File: src/rs5_isa_pkg.sv
// RV32I subset ISA package with widths, the operation enumeration and the major opcodes
package rs5_isa_pkg;

    //////////////////////////////
    // Widths
    //////////////////////////////
    localparam int XLEN       = 32;
    localparam int REG_ADDR_W = 5;
    localparam int TAG_W      = 3;

    typedef logic [XLEN-1:0]       word_t;
    typedef logic [REG_ADDR_W-1:0] reg_addr_t;
    typedef logic [TAG_W-1:0]      tag_t;

    //////////////////////////////
    // Operations
    //////////////////////////////
    // ADDI decodes as ADD with the I immediate as second operand
    typedef enum logic [3:0] {
        NOP     = 4'd0,
        ADD     = 4'd1,
        SUB     = 4'd2,
        AND     = 4'd3,
        OR      = 4'd4,
        XOR     = 4'd5,
        LUI     = 4'd6,
        LW      = 4'd7,
        SW      = 4'd8,
        BEQ     = 4'd9,
        BNE     = 4'd10,
        JAL     = 4'd11,
        INVALID = 4'd15
    } op_e;

    // Major opcodes, bits 6:0 of the instruction
    localparam logic [6:0] OPC_OP     = 7'b0110011;
    localparam logic [6:0] OPC_OP_IMM = 7'b0010011;
    localparam logic [6:0] OPC_LUI    = 7'b0110111;
    localparam logic [6:0] OPC_LOAD   = 7'b0000011;
    localparam logic [6:0] OPC_STORE  = 7'b0100011;
    localparam logic [6:0] OPC_BRANCH = 7'b1100011;
    localparam logic [6:0] OPC_JAL    = 7'b1101111;

endpackage

File: src/rs5_pipe_pkg.sv
// Pipeline package with the stage register structs and the data memory request
package rs5_pipe_pkg;

    // Decode to execute
    typedef struct packed {
        logic                   valid;
        rs5_isa_pkg::op_e       op;
        rs5_isa_pkg::reg_addr_t rd;
        rs5_isa_pkg::word_t     first_op;
        rs5_isa_pkg::word_t     second_op;
        // Store data or jump offset
        rs5_isa_pkg::word_t     third_op;
        rs5_isa_pkg::word_t     pc;
        rs5_isa_pkg::tag_t      tag;
        logic                   we;
    } dec_exe_t;

    // Execute to retire
    typedef struct packed {
        logic                   valid;
        rs5_isa_pkg::op_e       op;
        rs5_isa_pkg::reg_addr_t rd;
        rs5_isa_pkg::word_t     result;
        rs5_isa_pkg::word_t     target;
        rs5_isa_pkg::word_t     store_data;
        rs5_isa_pkg::tag_t      tag;
        logic                   we;
        logic                   jump;
    } exe_ret_t;

    // Data memory request, full words only
    typedef struct packed {
        logic               en;
        logic               write;
        rs5_isa_pkg::word_t addr;
        rs5_isa_pkg::word_t wdata;
    } dmem_req_t;

endpackage

File: src/rs5_fetch.sv
// Fetch stage holding the program counter and jump tag, redirected by retire
`timescale 1ns/1ps

module rs5_fetch #(
    parameter rs5_isa_pkg::word_t RESET_ADDR = '0
) (
    input  logic               clk,
    input  logic               reset,
    input  logic               stall_i,
    input  logic               hazard_i,
    input  logic               jump_i,
    input  rs5_isa_pkg::word_t jump_target_i,
    output rs5_isa_pkg::word_t instruction_address_o,
    output rs5_isa_pkg::word_t pc_o,
    output rs5_isa_pkg::tag_t  tag_o
);

    rs5_isa_pkg::word_t pc;
    rs5_isa_pkg::tag_t  tag;
    logic               hold;

    assign hold = stall_i | hazard_i;

    // On hold the memory is asked again for the word now in decode
    assign instruction_address_o = hold ? pc_o : pc;

    always_ff @(posedge clk) begin
        if (reset) begin
            pc    <= RESET_ADDR;
            tag   <= '0;
            pc_o  <= RESET_ADDR;
            // First word after reset is seen twice, this copy dies at retire
            tag_o <= '1;
        end else if (!stall_i && (jump_i || !hazard_i)) begin
            pc_o  <= pc;
            tag_o <= tag;
            if (jump_i) begin
                pc  <= jump_target_i;
                tag <= tag + 1'b1;
            end else begin
                pc  <= pc + 32'd4;
            end
        end
    end

endmodule

File: src/rs5_decode.sv
// Decode stage with field decode, immediates, operand selection and the hazard interlock
`timescale 1ns/1ps

module rs5_decode (
    input  logic                   clk,
    input  logic                   reset,
    input  logic                   stall_i,
    input  logic                   jump_i,
    input  rs5_isa_pkg::word_t     instruction_i,
    input  rs5_isa_pkg::word_t     pc_i,
    input  rs5_isa_pkg::tag_t      tag_i,
    input  rs5_isa_pkg::word_t     rs1_data_i,
    input  rs5_isa_pkg::word_t     rs2_data_i,
    output rs5_isa_pkg::reg_addr_t rs1_o,
    output rs5_isa_pkg::reg_addr_t rs2_o,
    output rs5_pipe_pkg::dec_exe_t dec_exe_o,
    output logic                   hazard_o
);

    logic [6:0]             opcode;
    logic [2:0]             funct3;
    logic [6:0]             funct7;
    rs5_isa_pkg::reg_addr_t rd;
    rs5_isa_pkg::word_t     imm_i, imm_s, imm_b, imm_u, imm_j;
    rs5_isa_pkg::op_e       op;
    rs5_isa_pkg::word_t     first_op, second_op, third_op;
    logic                   use_rs1, use_rs2, we;

    assign opcode = instruction_i[6:0];
    assign rd     = instruction_i[11:7];
    assign funct3 = instruction_i[14:12];
    assign rs1_o  = instruction_i[19:15];
    assign rs2_o  = instruction_i[24:20];
    assign funct7 = instruction_i[31:25];

    //////////////////////////////
    // Immediates
    //////////////////////////////
    assign imm_i = {{20{instruction_i[31]}}, instruction_i[31:20]};
    assign imm_s = {{20{instruction_i[31]}}, instruction_i[31:25], instruction_i[11:7]};
    assign imm_b = {{19{instruction_i[31]}}, instruction_i[31], instruction_i[7],
                    instruction_i[30:25], instruction_i[11:8], 1'b0};
    assign imm_u = {instruction_i[31:12], 12'b0};
    assign imm_j = {{11{instruction_i[31]}}, instruction_i[31], instruction_i[19:12],
                    instruction_i[20], instruction_i[30:21], 1'b0};

    //////////////////////////////
    // Operation and operands
    //////////////////////////////
    always_comb begin
        op        = rs5_isa_pkg::INVALID;
        use_rs1   = 1'b0;
        use_rs2   = 1'b0;
        first_op  = rs1_data_i;
        second_op = rs2_data_i;
        third_op  = rs2_data_i;
        case (opcode)
            rs5_isa_pkg::OPC_OP: begin
                use_rs1 = 1'b1;
                use_rs2 = 1'b1;
                case ({funct7, funct3})
                    {7'h00, 3'b000}: op = rs5_isa_pkg::ADD;
                    {7'h20, 3'b000}: op = rs5_isa_pkg::SUB;
                    {7'h00, 3'b111}: op = rs5_isa_pkg::AND;
                    {7'h00, 3'b110}: op = rs5_isa_pkg::OR;
                    {7'h00, 3'b100}: op = rs5_isa_pkg::XOR;
                    default:         op = rs5_isa_pkg::INVALID;
                endcase
            end
            rs5_isa_pkg::OPC_OP_IMM: begin
                op        = (funct3 == 3'b000) ? rs5_isa_pkg::ADD : rs5_isa_pkg::INVALID;
                use_rs1   = 1'b1;
                second_op = imm_i;
            end
            rs5_isa_pkg::OPC_LUI: begin
                op        = rs5_isa_pkg::LUI;
                second_op = imm_u;
            end
            rs5_isa_pkg::OPC_LOAD: begin
                op        = (funct3 == 3'b010) ? rs5_isa_pkg::LW : rs5_isa_pkg::INVALID;
                use_rs1   = 1'b1;
                second_op = imm_i;
            end
            rs5_isa_pkg::OPC_STORE: begin
                op        = (funct3 == 3'b010) ? rs5_isa_pkg::SW : rs5_isa_pkg::INVALID;
                use_rs1   = 1'b1;
                use_rs2   = 1'b1;
                second_op = imm_s;
            end
            rs5_isa_pkg::OPC_BRANCH: begin
                if (funct3 == 3'b000) begin
                    op = rs5_isa_pkg::BEQ;
                end else if (funct3 == 3'b001) begin
                    op = rs5_isa_pkg::BNE;
                end
                use_rs1  = 1'b1;
                use_rs2  = 1'b1;
                third_op = imm_b;
            end
            rs5_isa_pkg::OPC_JAL: begin
                // Link value is pc + 4, the target uses the third operand
                op        = rs5_isa_pkg::JAL;
                first_op  = pc_i;
                second_op = 32'd4;
                third_op  = imm_j;
            end
            default: ;
        endcase
    end

    assign we = (rd != '0) && (op inside {rs5_isa_pkg::ADD, rs5_isa_pkg::SUB,
                                          rs5_isa_pkg::AND, rs5_isa_pkg::OR,
                                          rs5_isa_pkg::XOR, rs5_isa_pkg::LUI,
                                          rs5_isa_pkg::LW, rs5_isa_pkg::JAL});

    // Wait while execute still owns a source register of this instruction
    assign hazard_o = dec_exe_o.valid && dec_exe_o.we && (dec_exe_o.tag == tag_i)
                      && ((use_rs1 && rs1_o == dec_exe_o.rd)
                          || (use_rs2 && rs2_o == dec_exe_o.rd));

    always_ff @(posedge clk) begin
        if (reset) begin
            dec_exe_o.valid <= 1'b0;
            dec_exe_o.op    <= rs5_isa_pkg::NOP;
        end else if (!stall_i) begin
            if (jump_i || hazard_o) begin
                dec_exe_o.valid <= 1'b0;
                dec_exe_o.op    <= rs5_isa_pkg::NOP;
            end else begin
                dec_exe_o <= '{valid: 1'b1, op: op, rd: rd, first_op: first_op,
                               second_op: second_op, third_op: third_op,
                               pc: pc_i, tag: tag_i, we: we};
            end
        end
    end

endmodule

File: src/rs5_regbank.sv
// Register bank of thirty-one registers with x0 at zero and write-through on read
`timescale 1ns/1ps

module rs5_regbank (
    input  logic                   clk,
    input  logic                   reset,
    input  rs5_isa_pkg::reg_addr_t rs1_i,
    input  rs5_isa_pkg::reg_addr_t rs2_i,
    input  logic                   we_i,
    input  rs5_isa_pkg::reg_addr_t rd_i,
    input  rs5_isa_pkg::word_t     data_i,
    output rs5_isa_pkg::word_t     data1_o,
    output rs5_isa_pkg::word_t     data2_o
);

    rs5_isa_pkg::word_t regs [1:31];

    always_ff @(posedge clk) begin
        if (reset) begin
            for (int i = 1; i < 32; i++) begin
                regs[i] <= '0;
            end
        end else if (we_i && rd_i != '0) begin
            regs[rd_i] <= data_i;
        end
    end

    // Same-cycle write wins over the stored value
    assign data1_o = (rs1_i == '0) ? '0 : (we_i && rd_i == rs1_i) ? data_i : regs[rs1_i];
    assign data2_o = (rs2_i == '0) ? '0 : (we_i && rd_i == rs2_i) ? data_i : regs[rs2_i];

endmodule

File: src/rs5_execute.sv
// Execute stage with ALU, branch compare, address generation and load hold on a pending store
`timescale 1ns/1ps

module rs5_execute (
    input  logic                    clk,
    input  logic                    reset,
    input  logic                    stall_i,
    input  logic                    jump_i,
    input  rs5_pipe_pkg::dec_exe_t  dec_exe_i,
    input  logic                    store_pending_i,
    output rs5_pipe_pkg::exe_ret_t  exe_ret_o,
    output rs5_pipe_pkg::dmem_req_t load_req_o,
    output logic                    conflict_o
);

    rs5_isa_pkg::word_t sum, result;
    logic               taken, is_load;

    always_comb begin
        if (dec_exe_i.op == rs5_isa_pkg::SUB) begin
            sum = dec_exe_i.first_op - dec_exe_i.second_op;
        end else begin
            sum = dec_exe_i.first_op + dec_exe_i.second_op;
        end
        case (dec_exe_i.op)
            rs5_isa_pkg::AND: result = dec_exe_i.first_op & dec_exe_i.second_op;
            rs5_isa_pkg::OR:  result = dec_exe_i.first_op | dec_exe_i.second_op;
            rs5_isa_pkg::XOR: result = dec_exe_i.first_op ^ dec_exe_i.second_op;
            rs5_isa_pkg::LUI: result = dec_exe_i.second_op;
            default:          result = sum;
        endcase
        case (dec_exe_i.op)
            rs5_isa_pkg::BEQ: taken = (dec_exe_i.first_op == dec_exe_i.second_op);
            rs5_isa_pkg::BNE: taken = (dec_exe_i.first_op != dec_exe_i.second_op);
            rs5_isa_pkg::JAL: taken = 1'b1;
            default:          taken = 1'b0;
        endcase
    end

    //////////////////////////////
    // Load port
    //////////////////////////////
    assign is_load    = dec_exe_i.valid && (dec_exe_i.op == rs5_isa_pkg::LW);
    // Retire owns the port while it holds a store
    assign conflict_o = is_load && store_pending_i;

    assign load_req_o.en    = is_load && !store_pending_i && !stall_i;
    assign load_req_o.write = 1'b0;
    assign load_req_o.addr  = {sum[31:2], 2'b00};
    assign load_req_o.wdata = '0;

    always_ff @(posedge clk) begin
        if (reset) begin
            exe_ret_o.valid <= 1'b0;
            exe_ret_o.op    <= rs5_isa_pkg::NOP;
        end else if (!stall_i) begin
            if (jump_i || conflict_o) begin
                exe_ret_o.valid <= 1'b0;
                exe_ret_o.op    <= rs5_isa_pkg::NOP;
            end else begin
                exe_ret_o <= '{valid: dec_exe_i.valid, op: dec_exe_i.op, rd: dec_exe_i.rd,
                               result: result, target: dec_exe_i.pc + dec_exe_i.third_op,
                               store_data: dec_exe_i.third_op, tag: dec_exe_i.tag,
                               we: dec_exe_i.we, jump: taken};
            end
        end
    end

endmodule

File: src/rs5_retire.sv
// Retire stage that drops stale-tag work, writes back, issues stores and resolves jumps
`timescale 1ns/1ps

module rs5_retire (
    input  logic                    clk,
    input  logic                    reset,
    input  logic                    stall_i,
    input  rs5_pipe_pkg::exe_ret_t  exe_ret_i,
    input  rs5_isa_pkg::word_t      mem_data_i,
    output logic                    reg_we_o,
    output rs5_isa_pkg::reg_addr_t  reg_rd_o,
    output rs5_isa_pkg::word_t      reg_data_o,
    output rs5_pipe_pkg::dmem_req_t store_req_o,
    output logic                    store_pending_o,
    output logic                    jump_o,
    output rs5_isa_pkg::word_t      jump_target_o
);

    rs5_isa_pkg::tag_t cur_tag;
    logic              live;

    // Anything fetched before the last taken jump carries an older tag
    assign live = exe_ret_i.valid && (exe_ret_i.tag == cur_tag);

    always_ff @(posedge clk) begin
        if (reset) begin
            cur_tag <= '0;
        end else if (!stall_i && jump_o) begin
            cur_tag <= cur_tag + 1'b1;
        end
    end

    assign jump_o        = live && exe_ret_i.jump;
    assign jump_target_o = exe_ret_i.target;

    //////////////////////////////
    // Writeback
    //////////////////////////////
    assign reg_we_o   = live && exe_ret_i.we && !stall_i;
    assign reg_rd_o   = exe_ret_i.rd;
    assign reg_data_o = (exe_ret_i.op == rs5_isa_pkg::LW) ? mem_data_i : exe_ret_i.result;

    //////////////////////////////
    // Store
    //////////////////////////////
    assign store_pending_o   = live && (exe_ret_i.op == rs5_isa_pkg::SW);
    assign store_req_o.en    = store_pending_o && !stall_i;
    assign store_req_o.write = store_pending_o && !stall_i;
    assign store_req_o.addr  = {exe_ret_i.result[31:2], 2'b00};
    assign store_req_o.wdata = exe_ret_i.store_data;

endmodule

File: src/rs5_core.sv
// Four-stage RV32I subset core connecting fetch, decode, execute, retire and the register bank
`timescale 1ns/1ps

module rs5_core #(
    parameter rs5_isa_pkg::word_t RESET_ADDR = '0
) (
    input  logic                    clk,
    input  logic                    reset,
    input  logic                    stall_i,
    input  rs5_isa_pkg::word_t      instruction_i,
    input  rs5_isa_pkg::word_t      mem_data_i,
    output rs5_isa_pkg::word_t      instruction_address_o,
    output rs5_pipe_pkg::dmem_req_t dmem_req_o
);

    logic                    hazard, conflict, fetch_hold, decode_stall;
    logic                    jump, store_pending, reg_we;
    rs5_isa_pkg::word_t      jump_target, pc_dec, rs1_data, rs2_data, reg_data;
    rs5_isa_pkg::tag_t       tag_dec;
    rs5_isa_pkg::reg_addr_t  rs1, rs2, reg_rd;
    rs5_pipe_pkg::dec_exe_t  dec_exe;
    rs5_pipe_pkg::exe_ret_t  exe_ret;
    rs5_pipe_pkg::dmem_req_t load_req, store_req;

    // A load held behind a store freezes the front end for that cycle
    assign fetch_hold   = hazard | conflict;
    assign decode_stall = stall_i | conflict;

    rs5_fetch #(
        .RESET_ADDR(RESET_ADDR)
    ) fetch_i (
        .clk(clk),
        .reset(reset),
        .stall_i(stall_i),
        .hazard_i(fetch_hold),
        .jump_i(jump),
        .jump_target_i(jump_target),
        .instruction_address_o(instruction_address_o),
        .pc_o(pc_dec),
        .tag_o(tag_dec)
    );

    rs5_decode decode_i (
        .clk(clk),
        .reset(reset),
        .stall_i(decode_stall),
        .jump_i(jump),
        .instruction_i(instruction_i),
        .pc_i(pc_dec),
        .tag_i(tag_dec),
        .rs1_data_i(rs1_data),
        .rs2_data_i(rs2_data),
        .rs1_o(rs1),
        .rs2_o(rs2),
        .dec_exe_o(dec_exe),
        .hazard_o(hazard)
    );

    rs5_regbank regbank_i (
        .clk(clk),
        .reset(reset),
        .rs1_i(rs1),
        .rs2_i(rs2),
        .we_i(reg_we),
        .rd_i(reg_rd),
        .data_i(reg_data),
        .data1_o(rs1_data),
        .data2_o(rs2_data)
    );

    rs5_execute execute_i (
        .clk(clk),
        .reset(reset),
        .stall_i(stall_i),
        .jump_i(jump),
        .dec_exe_i(dec_exe),
        .store_pending_i(store_pending),
        .exe_ret_o(exe_ret),
        .load_req_o(load_req),
        .conflict_o(conflict)
    );

    rs5_retire retire_i (
        .clk(clk),
        .reset(reset),
        .stall_i(stall_i),
        .exe_ret_i(exe_ret),
        .mem_data_i(mem_data_i),
        .reg_we_o(reg_we),
        .reg_rd_o(reg_rd),
        .reg_data_o(reg_data),
        .store_req_o(store_req),
        .store_pending_o(store_pending),
        .jump_o(jump),
        .jump_target_o(jump_target)
    );

    // Single data port, a retiring store has priority over a load
    assign dmem_req_o = store_req.en ? store_req : load_req;

endmodule

File: config.mk
export PLATFORM = sky130hd
export DESIGN_NAME = rs5_core
export DESIGN_NICKNAME = d
export VERILOG_FILES = /design/src/rs5_isa_pkg.sv /design/src/rs5_pipe_pkg.sv /design/src/rs5_fetch.sv /design/src/rs5_decode.sv /design/src/rs5_regbank.sv /design/src/rs5_execute.sv /design/src/rs5_retire.sv /design/src/rs5_core.sv
export SDC_FILE = /design/constraint.sdc
export NUM_CORES = 2
export LEC_CHECK = 0
export ABC_AREA = 1
export BUFFER_PORTS_ARGS = -buffer_cell sky130_fd_sc_hd__buf_2
export CAP_MARGIN = 25
export CELL_PAD_IN_SITES_DETAIL_PLACEMENT = 1
export CELL_PAD_IN_SITES_GLOBAL_PLACEMENT = 1
export CORE_MARGIN = 2
export CORE_UTILIZATION = 48
export CTS_CLUSTER_DIAMETER = 80
export DETAILED_ROUTE_END_ITERATION = 7
export PLACE_DENSITY = 0.78
export SYNTH_ARGS = -nofsm -noshare
export SYNTH_HDL_FRONTEND = slang
export SYNTH_SLANG_ARGS = --single-unit
File: constraint.sdc
create_clock -name clk -period 7.1 [get_ports clk]
set_input_delay 1.775 -clock clk [delete_from_list [all_inputs] [get_ports clk]]
set_output_delay 1.775 -clock clk [all_outputs]
set_load 0.01 [all_outputs]
==> summary.md <==
| Metric | Value |
|---|---|
| Status | completed |
| Pwr Density | 234.9 nW/um2 |
| Resized cells post-CTS | 0 |
| Clk pin slew, worst setup/hold paths | 0.06 ns |
| Cell area after layout | 87320 um2 |
| Required time worst endpoint | 5.33 ns |
| Cell count after synthesis | 10100 |
| Reg2reg end | fetch_i.pc[24]$_SDFFE_PP0P_ |
| Crit start category | primary input |
| IO Count | 165 |
| Initial core utilization | 0.4839 |
| R2R setup slack | 2.96 ns |
| Synth area leaders | edfxtp_1 (48%), nand2_1 (11%), nor2_1 (8.2%), nand3_1 (6.4%), o21ai_0 (4.7%) |
| Tot GR Track Use | 0.4095 |
| # H-tree levels | 4 |
| Fraction of registers with async set/reset | 0 |
| Port Buffers | 162 |
| Min cycle time layout | 6.300 ns |
| WL met1 | 133200 um |
| Layout cells sized above 1 | 0.07597 |
| Setup violations, final | 0 |
| Primary FF master, synth | edfxtp_1 |
| Die area | 169600 um2 |
| Critical path arrival | 4.52 ns |
| Seq/Total Area, Yosys | 0.4974 |
| Max-slew violation count | 0 |
| RSZ-0062 raised after global routing | no |
| Fillers | 19970 |
| Synth-to-layout area growth | 9.365% |
| # DRC | 0 |
| Commonest cells after routing, fill and taps aside | nand2_1 (2260), nor2_1 (1730), edfxtp_1 (1267) |
| Clock Tree Root | clkbuf_16 |
| Register area | 39710 um2 |
| R2r startpoint | decode_i.dec_exe_o[132]$_DFFE_PP_ |
| Top Layer Used | met5 |
| Share of the synthesized area in the top cell type | 0.4765 |
| Initial DRC count | 9797 |
| Commonest non-fill, non-tap cell in the layout | nand2_1 |
| Leakage | 36.36 nW |
| Area of the multi-input gates | 33820 um2 |
| Routed met3 length | 36870 um |
| Critical-path cell list | buf_8 > inv_8 > nor2_1 > nor3_1 > buf_4 > nand3_1 > nand2_1 > nand2_1 > nand2_4 > nand2_1 > o21ai_0 > buf_2 |
| Fin worst setup slack | 0.8003 ns |
| First-pass GRT wire length | 511400 um |
| Crit Path Category | in -> out |
| Post-CTS Hold Buffers | 0 |
| Pre-CTS WS | 0.8335 ns |
| FF+latch count, synth | 1350 |
| Pin count of the biggest net entering global routing | 161 |
| Hold WC Path Type | reg -> reg |
| Post-route ant nets | 0 |
| Yosys top cell by area | edfxtp_1 |
| Setup bufs post-CTS | 0 |
| Clock Skews | 0.03356 ns |
| Critical path origin | instruction_i[20] |
| Max_cap viols | 0 |
| FF-to-FF path depth | 13 |
| Synthesized area per cell | 7.905 um2 |
| TritonCTS clock tree | done |
| Core ar. | 165000 um2 |
| Post-DP HPWL | 231000 um |
| CP max-delay cell | nand2_4 |
| # rows | 149 |
| Critical path endpoint | instruction_address_o[24] |
| Antenna violations before repair | 20 |
| Total CTS buffers | 157 |
| Max IR drop VDD | 0.2420 mV |
| Die height | 411.8 um |
| Critical path peak fanout | 92 |
| Final net count | 10090 |
| FMAX | 158.7 MHz |
| Clock Path Buffers | 3 |
| Most used cell, CP | nand2_1 |
| Library cells used by synthesis | 48 |
| CTS Sinks | 1350 |
| Met2 wire length | 160400 um |
| Endpoint type of the worst setup path | output pin |
| Clock Latency Late Sink | 0.83 ns |
| Placer Congestion | 1.021 |
| Slowest stage delay, CP | 0.76 ns |
| Via count | 77050 |
| Period utilization | 0.8873 |
| Area after DPL | 82430 um2 |
| Post-synth EDFFs | 1267 |
| Total congestion overflow | 0 |
| Final hold violations | 0 |
| Die Wd | 411.8 um |
| Drt wl/cell | 29.01 um |
| Vias/cell | 6.310 |
| Routed wire length | 354200 um |
| Pre-antenna DRT Iters | 8 |
| Slew HR | 0.2076 |
| TNS Setup | 0 ns |
| Slew @ Worst Pin | 1.189 ns |
| Synth Warn # | 0 |
| Vias in the first global route | 77080 |
| Mapped cell area | 79840 um2 |
-- per-stage QoR --
step | hold slack [ns] | power, W | std cells | util
6_report | 0.4810 | 0.02051 | 12210 | 0.5292
4_1_cts | 0.4794 | 0.02042 | 12210 | 0.5290
3_5_place_dp | 0.4651 | 0.01258 | 11920 | 0.4996
3_3_place_gp | 0.4510 | 0.01247 | 11920 | 0.4989
5_1_grt | 0.4880 | 0.02103 | 12210 | 0.5292
2_1_floorplan | 0.4268 | 0.01117 | 10130 | -
-- metal layers --
| layer | global-route usage | up-vias |
|---|---|---|
| met5 | 0 | - |
| met4 | 0.2447 | 18 |
| li1 | - | 33190 |
| met3 | 0.08760 | 1124 |
| met2 | 0.6450 | 4451 |
| met1 | 0.5180 | 38270 |
-- cells by family after synthesis --
logic type      count (synthesis)  share of synthesized area
simple gates                 5226                     0.2670
compound gates               1669                     0.1200
buf+inv                      1648                    0.08643
flops                        1350                     0.4974
fa+ha+maj                     132                    0.02097
xor+xnor                       73                   0.008008
other cells                     1                 0.00004697
mux                             1                  0.0001254
-- state kept, by name, summed over array words and instances (netlist names) --
name,cells
decode_i.dec_exe_o,142
execute_i.exe_ret_o,111
fetch_i.pc,32
fetch_i.pc_o,32
fetch_i.tag,3
fetch_i.tag_o,3
regbank_i.regs,1024
retire_i.cur_tag,3
-- Yosys cell counts (45+ instances only) --
library cell / number
nor2_1: 1734
dfxtp_1: 83
nand3_1: 1015
o211ai_1: 289
o21ai_0: 757
nor3_1: 45
xor2_1: 58
or2_2: 73
ha_1: 129
buf_2: 124
buf_6: 72
inv_1: 867
edfxtp_1: 1267
nand2_1: 2302
buf_1: 69
a21oi_1: 415
o2111ai_1: 62
clkbuf_1: 497
-- layout make-up --
class | instances | area share
sequential | 1350 | 0.4548
multi-input combinational | 7135 | 0.3873
clock buffer | 198 | 0.04760
inverter | 881 | 0.03836
timing repair buffer | 370 | 0.03254
tap | 2189 | 0.03137
clock inverter | 83 | 0.007939
antenna | 5 | 0.0001433
-- worst max-delay path: cells and delay by family --
family / cells / cell delay [ns]
AND/OR/NAND/NOR: 7 / 1.71
buffers and inverters: 4 / 0.80
AO/OA/AOI/OAI: 1 / 0.14
-- worst min path at each step --
stage / startpoint / end / slack, ns / cells past startpoint
after floorplan: decode_i.dec_exe_o[0]$_DFFE_PP_ / execute_i.exe_ret_o[1]$_DFFE_PP_ / 0.43 / 0
after global placement: decode_i.dec_exe_o[0]$_DFFE_PP_ / execute_i.exe_ret_o[1]$_DFFE_PP_ / 0.45 / 0
after detailed placement: decode_i.dec_exe_o[3]$_DFFE_PP_ / execute_i.exe_ret_o[4]$_DFFE_PP_ / 0.47 / 0
after CTS: decode_i.dec_exe_o[3]$_DFFE_PP_ / execute_i.exe_ret_o[4]$_DFFE_PP_ / 0.48 / 0
after global routing: decode_i.dec_exe_o[3]$_DFFE_PP_ / execute_i.exe_ret_o[4]$_DFFE_PP_ / 0.49 / 0
final: decode_i.dec_exe_o[3]$_DFFE_PP_ / execute_i.exe_ret_o[4]$_DFFE_PP_ / 0.48 / 0
-- report_power, final --
group          internal, W  switching (W)  leakage (nW)  total [W]
Clock              0.00441        0.00356          2.37    0.00797
Combinational     0.000802        0.00248          20.4    0.00328
Sequential         0.00904       0.000222          13.6    0.00927
Total               0.0143        0.00626          36.4     0.0205
Power figures use the tool's default switching activity.
